[src/hdl/ov5640_reg_table.svh]
// OV5640 power-up register list for DVP output
// Each word is {16-bit address, 8-bit value}
// An index past the end reads zero

function automatic ov5640_cfg_pkg::cfg_word_t ov5640_reg_word(
    input ov5640_cfg_pkg::reg_index_t idx
);
    ov5640_cfg_pkg::cfg_word_t word;
    case (idx)
        7'd0:    word = 24'h310311;      // Clock source select
        7'd1:    word = 24'h300882;      // Software reset on
        7'd2:    word = 24'h300802;      // Software reset off
        7'd3:    word = 24'h310303;      // System clock from PLL
        7'd4:    word = 24'h3017ff;      // Pad output enable
        7'd5:    word = 24'h3018ff;      // Pad output enable
        7'd6:    word = 24'h30341a;      // PLL charge pump and bit divider
        7'd7:    word = 24'h303511;      // System and MIPI divider
        7'd8:    word = 24'h3036b8;      // PLL multiplier
        7'd9:    word = 24'h303712;      // PLL root divider and pre-divider
        7'd10:   word = 24'h310801;      // PCLK and SCLK divider
        7'd11:   word = 24'h363036;      // Analog setting
        7'd12:   word = 24'h36310e;
        7'd13:   word = 24'h3632e2;
        7'd14:   word = 24'h363312;
        7'd15:   word = 24'h3621e0;      // Analog setting
        7'd16:   word = 24'h3704a0;
        7'd17:   word = 24'h37035a;
        7'd18:   word = 24'h371578;
        7'd19:   word = 24'h371701;
        7'd20:   word = 24'h370b60;
        7'd21:   word = 24'h37051a;
        7'd22:   word = 24'h390502;      // Sensor core setting
        7'd23:   word = 24'h390610;
        7'd24:   word = 24'h39010a;
        7'd25:   word = 24'h373112;
        7'd26:   word = 24'h360008;      // VCM control
        7'd27:   word = 24'h360133;      // VCM control
        7'd28:   word = 24'h302d60;      // System control
        7'd29:   word = 24'h362052;
        7'd30:   word = 24'h371b20;
        7'd31:   word = 24'h471c50;
        7'd32:   word = 24'h3a1360;      // Gain pre-scale
        7'd33:   word = 24'h3a1800;      // Gain ceiling high bits
        7'd34:   word = 24'h3a19ff;      // Gain ceiling low bits
        7'd35:   word = 24'h363513;
        7'd36:   word = 24'h363603;
        7'd37:   word = 24'h363440;
        7'd38:   word = 24'h362201;
        7'd39:   word = 24'h382041;      // Vertical flip and binning
        7'd40:   word = 24'h382107;      // Horizontal mirror and binning
        7'd41:   word = 24'h381431;      // X odd and even increment
        7'd42:   word = 24'h381531;      // Y odd and even increment
        7'd43:   word = 24'h380000;      // Window X start high
        7'd44:   word = 24'h380100;      // Window X start low
        7'd45:   word = 24'h380200;      // Window Y start high
        7'd46:   word = 24'h380300;      // Window Y start low
        7'd47:   word = 24'h38040a;      // Window X end high
        7'd48:   word = 24'h38053f;      // Window X end low
        7'd49:   word = 24'h380607;      // Window Y end high
        7'd50:   word = 24'h38079b;      // Window Y end low
        7'd51:   word = 24'h380802;      // Output width 640 high
        7'd52:   word = 24'h380980;      // Output width 640 low
        7'd53:   word = 24'h380a01;      // Output height 480 high
        7'd54:   word = 24'h380be0;      // Output height 480 low
        7'd55:   word = 24'h380c07;      // Total line length HTS high
        7'd56:   word = 24'h380d68;      // HTS low
        7'd57:   word = 24'h380e03;      // Total frame length VTS high
        7'd58:   word = 24'h380fd8;      // VTS low
        7'd59:   word = 24'h381000;      // ISP X offset high
        7'd60:   word = 24'h381110;      // ISP X offset low
        7'd61:   word = 24'h381200;      // ISP Y offset high
        7'd62:   word = 24'h381306;      // ISP Y offset low
        7'd63:   word = 24'h361800;
        7'd64:   word = 24'h361229;
        7'd65:   word = 24'h370864;
        7'd66:   word = 24'h370952;
        7'd67:   word = 24'h370c03;
        7'd68:   word = 24'h400102;      // Black level start line
        7'd69:   word = 24'h400402;      // Black level line count
        7'd70:   word = 24'h300000;      // Enable all core blocks
        7'd71:   word = 24'h30021c;      // Enable FIFO and format blocks
        7'd72:   word = 24'h3004ff;      // Core clock enables
        7'd73:   word = 24'h3006c3;      // Format clock enables
        7'd74:   word = 24'h300e58;      // DVP on and MIPI powered down
        7'd75:   word = 24'h302e00;
        7'd76:   word = 24'h430060;      // Output format RGB565
        7'd77:   word = 24'h501f01;      // Format mux to ISP RGB
        7'd78:   word = 24'h471303;      // JPEG mode select
        7'd79:   word = 24'h440704;      // Quantization scale
        7'd80:   word = 24'h440e00;
        7'd81:   word = 24'h460b35;      // VFIFO control
        7'd82:   word = 24'h460c22;      // PCLK divider source
        7'd83:   word = 24'h382402;      // DVP PCLK divider
        7'd84:   word = 24'h5000a7;      // ISP block enables
        7'd85:   word = 24'h5001a3;      // ISP block enables
        7'd86:   word = 24'h502500;
        7'd87:   word = 24'h3a0f30;      // Exposure stable range enter high
        7'd88:   word = 24'h3a1028;      // Exposure stable range enter low
        7'd89:   word = 24'h3a1b30;      // Exposure stable range exit high
        7'd90:   word = 24'h3a1e26;      // Exposure stable range exit low
        7'd91:   word = 24'h3a1160;      // Fast zone high limit
        7'd92:   word = 24'h3a1f14;      // Fast zone low limit
        7'd93:   word = 24'h40051a;      // Black level always update
        7'd94:   word = 24'h300802;      // Wake from reset
        7'd95:   word = 24'h303521;      // Final system clock divider
        default: word = '0;              // Past the table
    endcase
    return word;
endfunction

[src/hdl/ov5640_cfg_pkg.sv]
package ov5640_cfg_pkg;

    // One sensor write as seen by the I2C master
    typedef logic [23:0] cfg_word_t;     // {reg_addr, reg_val}
    typedef logic [15:0] reg_addr_t;     // OV5640 register address
    typedef logic [7:0]  reg_val_t;      // Value written to that register

    // Table position including the one-past-end value
    typedef logic [6:0]  reg_index_t;

    localparam int REG_COUNT = 96;       // Entries in the register table

    // Loader sequencing
    typedef enum logic [2:0] {
        WAIT_READY,                      // Sensor still settling
        FETCH,                           // ROM read in flight
        ISSUE,                           // cfg_start pulse cycle
        BUSY,                            // Master writing the word
        DONE                             // Whole table written
    } seq_state_t;

endpackage

[src/hdl/ov5640_powerup_timer.sv]
`timescale 1ns/10ps

module ov5640_powerup_timer #(
    parameter int POWERUP_CYCLES = 30000             // Settling time in clocks (at least 1)
) (
    input  logic sys_clk,
    input  logic sys_rst_n,
    output logic powerup_ready                        // High once the sensor has settled
);

    localparam int CNT_W = $clog2(POWERUP_CYCLES + 1);            // Holds the full count
    localparam logic [CNT_W-1:0] CNT_MAX  = CNT_W'(POWERUP_CYCLES);
    localparam logic [CNT_W-1:0] CNT_LAST = CNT_W'(POWERUP_CYCLES - 1);

    logic [CNT_W-1:0] wait_cnt;                       // Cycles since reset release

    // Saturating count that raises ready on the POWERUP_CYCLES-th edge
    always_ff @(posedge sys_clk or negedge sys_rst_n) begin
        if (!sys_rst_n) begin
            wait_cnt      <= '0;
            powerup_ready <= 1'b0;
        end else begin
            if (wait_cnt < CNT_MAX) begin
                wait_cnt <= wait_cnt + 1'b1;          // Stops at CNT_MAX
            end
            if (wait_cnt == CNT_LAST) begin
                powerup_ready <= 1'b1;                // Sticky until next reset
            end
        end
    end

    // Once the sensor is up it stays up
    a_ready_sticky: assert property (
        @(posedge sys_clk) disable iff (!sys_rst_n)
        !$fell(powerup_ready)
    ) else $error("powerup_ready dropped without reset");

endmodule

[src/hdl/ov5640_reg_rom.sv]
`timescale 1ns/10ps

module ov5640_reg_rom (
    input  logic                       sys_clk,
    input  logic                       sys_rst_n,
    input  ov5640_cfg_pkg::reg_index_t rom_index,    // Table entry to read
    output ov5640_cfg_pkg::cfg_word_t  cfg_data      // Word one clock later
);

    `include "ov5640_reg_table.svh"

    ov5640_cfg_pkg::cfg_word_t rom_word;             // Combinational table lookup
    ov5640_cfg_pkg::reg_addr_t addr_q;               // Registered address field
    ov5640_cfg_pkg::reg_val_t  val_q;                // Registered value field

    assign rom_word = ov5640_reg_word(rom_index);   // Zero beyond the last entry

    // Synchronous read port of the table
    always_ff @(posedge sys_clk) begin
        addr_q <= rom_word[23:8];
        val_q  <= rom_word[7:0];
    end

    assign cfg_data = {addr_q, val_q};

endmodule

[src/hdl/ov5640_cfg_sequencer.sv]
`timescale 1ns/10ps

module ov5640_cfg_sequencer (
    input  logic                       sys_clk,
    input  logic                       sys_rst_n,
    input  logic                       powerup_ready,  // Level from the settling timer
    input  logic                       cfg_end,        // Master finished the word
    output ov5640_cfg_pkg::reg_index_t rom_index,      // Current table entry
    output logic                       cfg_start,      // One-cycle word trigger
    output logic                       cfg_done        // Table fully written
);

    localparam ov5640_cfg_pkg::reg_index_t LAST_INDEX =
        ov5640_cfg_pkg::reg_index_t'(ov5640_cfg_pkg::REG_COUNT - 1);
    localparam ov5640_cfg_pkg::reg_index_t END_INDEX =
        ov5640_cfg_pkg::reg_index_t'(ov5640_cfg_pkg::REG_COUNT);

    ov5640_cfg_pkg::seq_state_t state;               // Current state
    ov5640_cfg_pkg::seq_state_t state_nxt;           // Next state

    logic word_ack;                                  // cfg_end accepted in BUSY
    logic last_word;                                 // Index sits on the final entry

    assign word_ack  = (state == ov5640_cfg_pkg::BUSY) && cfg_end;
    assign last_word = (rom_index == LAST_INDEX);

    // Next-state logic
    always_comb begin
        state_nxt = state;                           // Hold by default
        case (state)
            ov5640_cfg_pkg::WAIT_READY: begin
                if (powerup_ready) begin
                    state_nxt = ov5640_cfg_pkg::FETCH;
                end
            end
            ov5640_cfg_pkg::FETCH: begin
                state_nxt = ov5640_cfg_pkg::ISSUE;   // ROM word valid next cycle
            end
            ov5640_cfg_pkg::ISSUE: begin
                state_nxt = ov5640_cfg_pkg::BUSY;
            end
            ov5640_cfg_pkg::BUSY: begin
                if (cfg_end) begin                   // No timeout on the master
                    state_nxt = last_word ? ov5640_cfg_pkg::DONE
                                          : ov5640_cfg_pkg::FETCH;
                end
            end
            ov5640_cfg_pkg::DONE: begin
                state_nxt = ov5640_cfg_pkg::DONE;    // Only reset leaves
            end
            default: begin
                state_nxt = ov5640_cfg_pkg::WAIT_READY;
            end
        endcase
    end

    // State, index and registered outputs
    always_ff @(posedge sys_clk or negedge sys_rst_n) begin
        if (!sys_rst_n) begin
            state     <= ov5640_cfg_pkg::WAIT_READY;
            rom_index <= '0;
            cfg_start <= 1'b0;
            cfg_done  <= 1'b0;
        end else begin
            state     <= state_nxt;
            cfg_start <= (state == ov5640_cfg_pkg::FETCH);  // Pulse lines up with ISSUE
            if (word_ack) begin
                rom_index <= rom_index + 7'd1;       // Ends at REG_COUNT after last word
            end
            if (word_ack && last_word) begin
                cfg_done <= 1'b1;                    // Sticky until reset
            end
        end
    end

    // Trigger is a single-cycle pulse
    a_start_pulse: assert property (
        @(posedge sys_clk) disable iff (!sys_rst_n)
        cfg_start |=> !cfg_start
    ) else $error("cfg_start held for more than one cycle");

    // Index never runs past one beyond the table
    a_index_range: assert property (
        @(posedge sys_clk) disable iff (!sys_rst_n)
        rom_index <= END_INDEX
    ) else $error("rom_index beyond table end");

    // Completion is permanent for this load
    a_done_sticky: assert property (
        @(posedge sys_clk) disable iff (!sys_rst_n)
        !$fell(cfg_done)
    ) else $error("cfg_done dropped without reset");

endmodule

[src/hdl/ov5640_cfg_ctrl.sv]
`timescale 1ns/10ps

module ov5640_cfg_ctrl #(
    parameter int POWERUP_CYCLES = 30000             // Sensor settling time in clocks
) (
    input  logic                      sys_clk,
    input  logic                      sys_rst_n,
    input  logic                      cfg_end,       // Word written by the I2C master
    output logic                      cfg_start,     // Start one register write
    output ov5640_cfg_pkg::cfg_word_t cfg_data,      // {reg_addr, reg_val}
    output logic                      cfg_done       // All registers written
);

    logic                       powerup_ready;       // Timer to sequencer
    ov5640_cfg_pkg::reg_index_t rom_index;           // Sequencer to ROM

    // Settling delay after reset
    ov5640_powerup_timer #(
        .POWERUP_CYCLES (POWERUP_CYCLES)
    ) i_ov5640_powerup_timer (
        .sys_clk       (sys_clk),
        .sys_rst_n     (sys_rst_n),
        .powerup_ready (powerup_ready)
    );

    // Word-by-word handshake with the master
    ov5640_cfg_sequencer i_ov5640_cfg_sequencer (
        .sys_clk       (sys_clk),
        .sys_rst_n     (sys_rst_n),
        .powerup_ready (powerup_ready),
        .cfg_end       (cfg_end),
        .rom_index     (rom_index),
        .cfg_start     (cfg_start),
        .cfg_done      (cfg_done)
    );

    // Register table feeding the data port directly
    ov5640_reg_rom i_ov5640_reg_rom (
        .sys_clk   (sys_clk),
        .sys_rst_n (sys_rst_n),
        .rom_index (rom_index),
        .cfg_data  (cfg_data)
    );

endmodule

[config.mk]
export PLATFORM = sky130hd
export DESIGN_NAME = ov5640_cfg_ctrl
export DESIGN_NICKNAME = d
export VERILOG_FILES = /design/src/hdl/ov5640_cfg_pkg.sv /design/src/hdl/ov5640_powerup_timer.sv /design/src/hdl/ov5640_reg_rom.sv /design/src/hdl/ov5640_cfg_sequencer.sv /design/src/hdl/ov5640_cfg_ctrl.sv
export VERILOG_INCLUDE_DIRS = /design/src /design/src/hdl
export SDC_FILE = /design/constraint.sdc
export NUM_CORES = 1
export LEC_CHECK = 0
export BUFFER_PORTS_ARGS = -buffer_cell sky130_fd_sc_hd__buf_2
export CORE_ASPECT_RATIO = 0.6
export CORE_MARGIN = 2
export CORE_UTILIZATION = 35
export DETAILED_ROUTE_END_ITERATION = 7
export GPL_TIMING_DRIVEN = 0
export HOLD_SLACK_MARGIN = 0.15
export PLACE_DENSITY_LB_ADDON = 0.2
export SYNTH_ARGS = -nofsm -noshare
export SYNTH_HDL_FRONTEND = slang
export SYNTH_SLANG_ARGS = --single-unit
[constraint.sdc]
create_clock -name sys_clk -period 2.5 [get_ports sys_clk]
set_input_delay 0.25 -clock sys_clk [delete_from_list [all_inputs] [get_ports sys_clk]]
set_output_delay 0.25 -clock sys_clk [all_outputs]
set_load 0.01 [all_outputs]
==> results.cfg <==
[routing]
via_count = 4560
drt_pass1_iterations = 6
drcViolationCount = 0
drt_iter0_markers = 986
via_per_inst = 6.59
wl_mm = 18.9
wl_per_cell_um = 27.4
ant_nets = 0

[clock_network]
clk_latency_ps = 310
cts_buffers = 5
htreeDepth = 2
cts_tree = done
clockBufferDepth = 2
clkTransAtPathRegs_ps = 70
numClockSinks = 49
cts_root_buf = clkbuf_16

[placed_design]
numPortBuffers = 25
pre_cts_ws_ps = -750
place.gp.congestion = 1.01
dpl-instance-area_um2 = 4290
dp_cells = 676
hpwl_mm = 13.4

[synthesis]
syn-instance-count = 505
ys_warn_count = 0
yosysTopAreaCell = dfrtp_1
ys.flop_type = dfrtp_1
yosys-top-cells-area = dfrtp_1, dfxtp_1, ha_1, nand2_1, nor2_1
synth-seq-cells = 49
synth_top_area_share_pct = 17.6
synthArstFlopShare_pct = 57.1
ys_seq_area_share_pct = 28.2
synth_cell_types = 64
synth_edf_count = 0
syn_area_per_cell_um2 = 7.88
syn_area_um2 = 3980

[power]
seqPwrFrac_pct = 16.2
clkPwrFrac_pct = 10.2
p_sw_share_pct = 57.3
pwr_density_cell_nw_per_um2 = 1530
p_int_mw = 3.00
ir_worst_vdd_v = 0.000976
combPwrFrac_pct = 73.6
switching_power_mw = 4.02
p_leak_nw = 1.91

[hold_path]
hold_path_class = primary input to flip-flop
hold_depth = 3

[critical_path]
reg2reg_depth = 7
worst-endpoint-required_ps = 2710
cp-end-kind = flip-flop
cp.depth = 7
crit_family = simple AND/OR/NAND/NOR gates
worstPathArrival_ps = 2710
cp_cell_sequence = clkinvlp_4 > buf_4 > ha_1 > nor2b_1 > nor2_1 > mux4_2 > o2bb2ai_1
cp_num_buf_inv = 2
critPathLaunchType = flip-flop
cp_slowest_cell = mux4_2
critPathMaxStageDelay_ps = 510
cp_max_fo = 7
criticalPathCategory = flip-flop to flip-flop

[finish]
syn2layout_area_growth_pct = 15.1
drive_gt1_share_pct = 17.7
post-route-util_pct = 41.0
design_area_um2 = 4580
stdcell_count = 692
finalNetCount = 575
fillers = 1211
insertedDiodeCount = 0
mostFrequentLayoutCell = nand2_1
layout_common_cells = nand2_1, buf_2, nor2_1

[sta]
worst_slew_pin_slew_ps = 1110
finalCritPeriodShare_pct = 100
final_max_slew_viol_count = 0
hold_viol = 0
setup_slack_ps = -5.95
final-setup-viol-count = 1
slew_headroom_pct = 26.0
finClkSkew_ps = 11.5
clock.fmax_mhz = 399
hold_ws_ps = 299
period_minus_slack_ps = 2510

[global_route]
gr-usage-all-layers_pct = 30.9
overflow = 0
grt_max_degree = 29
grt_pass1_vias = 4165
grt_pass1_wl_mm = 27.4
antenna_found_initial = 0

[die]
dieWidth_um = 142
start_util_pct = 35.6
core_area_um2 = 11200
die_h_um = 86.6
die_area_um2 = 12300
rows = 30
io_pins = 29

[outcome]
violations = negative setup slack
outcome = finished with violations

[flow_run]
drv_cap = 0
==> cell usage after synthesis (14+ instances only) <==
library cell,count
nand2_1,54
nor2_1,45
a21oi_1,32
o21ai_0,32
dfrtp_1,28
ha_1,25
buf_2,23
dfxtp_1,21
nand3_1,20
nor2b_1,15
nand2b_1,14
nor3_1,14
==> through the flow <==
step                setup TNS [ps]  total power [mW]
floorplan                        0              4.01
global placement            -11270              5.89
detailed placement           -7980              5.70
CTS                              0              6.64
global route                 -5.30              7.21
finish                       -5.95              7.02
==> power by group through the flow <==
stage                     registers [mW]  logic, mW  clock network [mW]
after global routing                1.16       5.31               0.745
after detailed placement            1.20       4.50                   0
after CTS                           1.13       4.78               0.730
after global placement              1.21       4.68                   0
final                               1.14       5.17               0.717
after floorplan                     1.19       2.82                   0
==> cells by family (layout without fill, tap and decap cells) <==
kind of cell | Yosys count | count (layout) | share of synthesized area, %
other | 1 | 3 | 0.0942
adder cells (fa/ha/maj) | 25 | 25 | 7.86
AND/OR/NAND/NOR | 183 | 183 | 22.2
multiplexers | 8 | 8 | 2.77
XOR/XNOR | 19 | 19 | 4.18
AO/OA/AOI/OAI | 165 | 165 | 28.1
buffers and inverters | 55 | 96 | 6.57
flip-flops | 49 | 49 | 28.2
==> area by class of cell <==
cell class | instances | area (um^2) | area share [%]
buffer | 46 | 238 | 5.19
clock buffer | 6 | 129 | 2.81
tap | 144 | 180 | 3.93
clock inverter | 2 | 15.0 | 0.328
timing repair buffer | 33 | 188 | 4.10
multi-input combinational | 403 | 2660 | 58.0
sequential | 49 | 1130 | 24.7
inverter | 9 | 41.3 | 0.901
==> tightest hold or removal path, cell delays in order <==
cell    delay (ps)
buf_2          100
and3_1         170
nor3_1          50
==> flip-flops by register name, indices dropped and copies added, names as in the netlist <==
signal                                cells
i_ov5640_cfg_sequencer.cfg_done           1
i_ov5640_cfg_sequencer.cfg_start          1
i_ov5640_cfg_sequencer.rom_index          7
i_ov5640_cfg_sequencer.state              3
i_ov5640_powerup_timer.powerup_ready      1
i_ov5640_powerup_timer.wait_cnt          15
i_ov5640_reg_rom.addr_q                  13
i_ov5640_reg_rom.val_q                    8
==> metal layers <==
metal | GRT usage, % | vias up | wire, um
met4 | 11.1 | 0 | 638
met1 | 44.5 | 2184 | 8510
li1 | - | 1921 | -
met3 | 13.5 | 77 | 2750
met5 | 0 | - | 0
met2 | 40.0 | 378 | 7030
==> final timing paths <==
check                                                    start                                  end  slack (ps)
hold reg to reg                i_ov5640_cfg_sequencer.cfg_done      i_ov5640_cfg_sequencer.cfg_done         470
setup / recovery           i_ov5640_cfg_sequencer.rom_index[0]           i_ov5640_reg_rom.addr_q[2]          -6
min in group asynchronous                            sys_rst_n   i_ov5640_powerup_timer.wait_cnt[1]         500
setup reg to reg           i_ov5640_cfg_sequencer.rom_index[0]           i_ov5640_reg_rom.addr_q[2]          -6
hold / removal                                         cfg_end      i_ov5640_cfg_sequencer.state[1]         300
max in group asynchronous                            sys_rst_n  i_ov5640_cfg_sequencer.rom_index[0]        1510
==> what timing repair did <==
action	in CTS	in global routing
setup endpoints to repair	20	7
buffers inserted	7	0
hold buffers	1	0
endpoints found under the hold margin	28	0
resized for setup	19	5
Note: power is estimated with default switching activity, not from simulation.
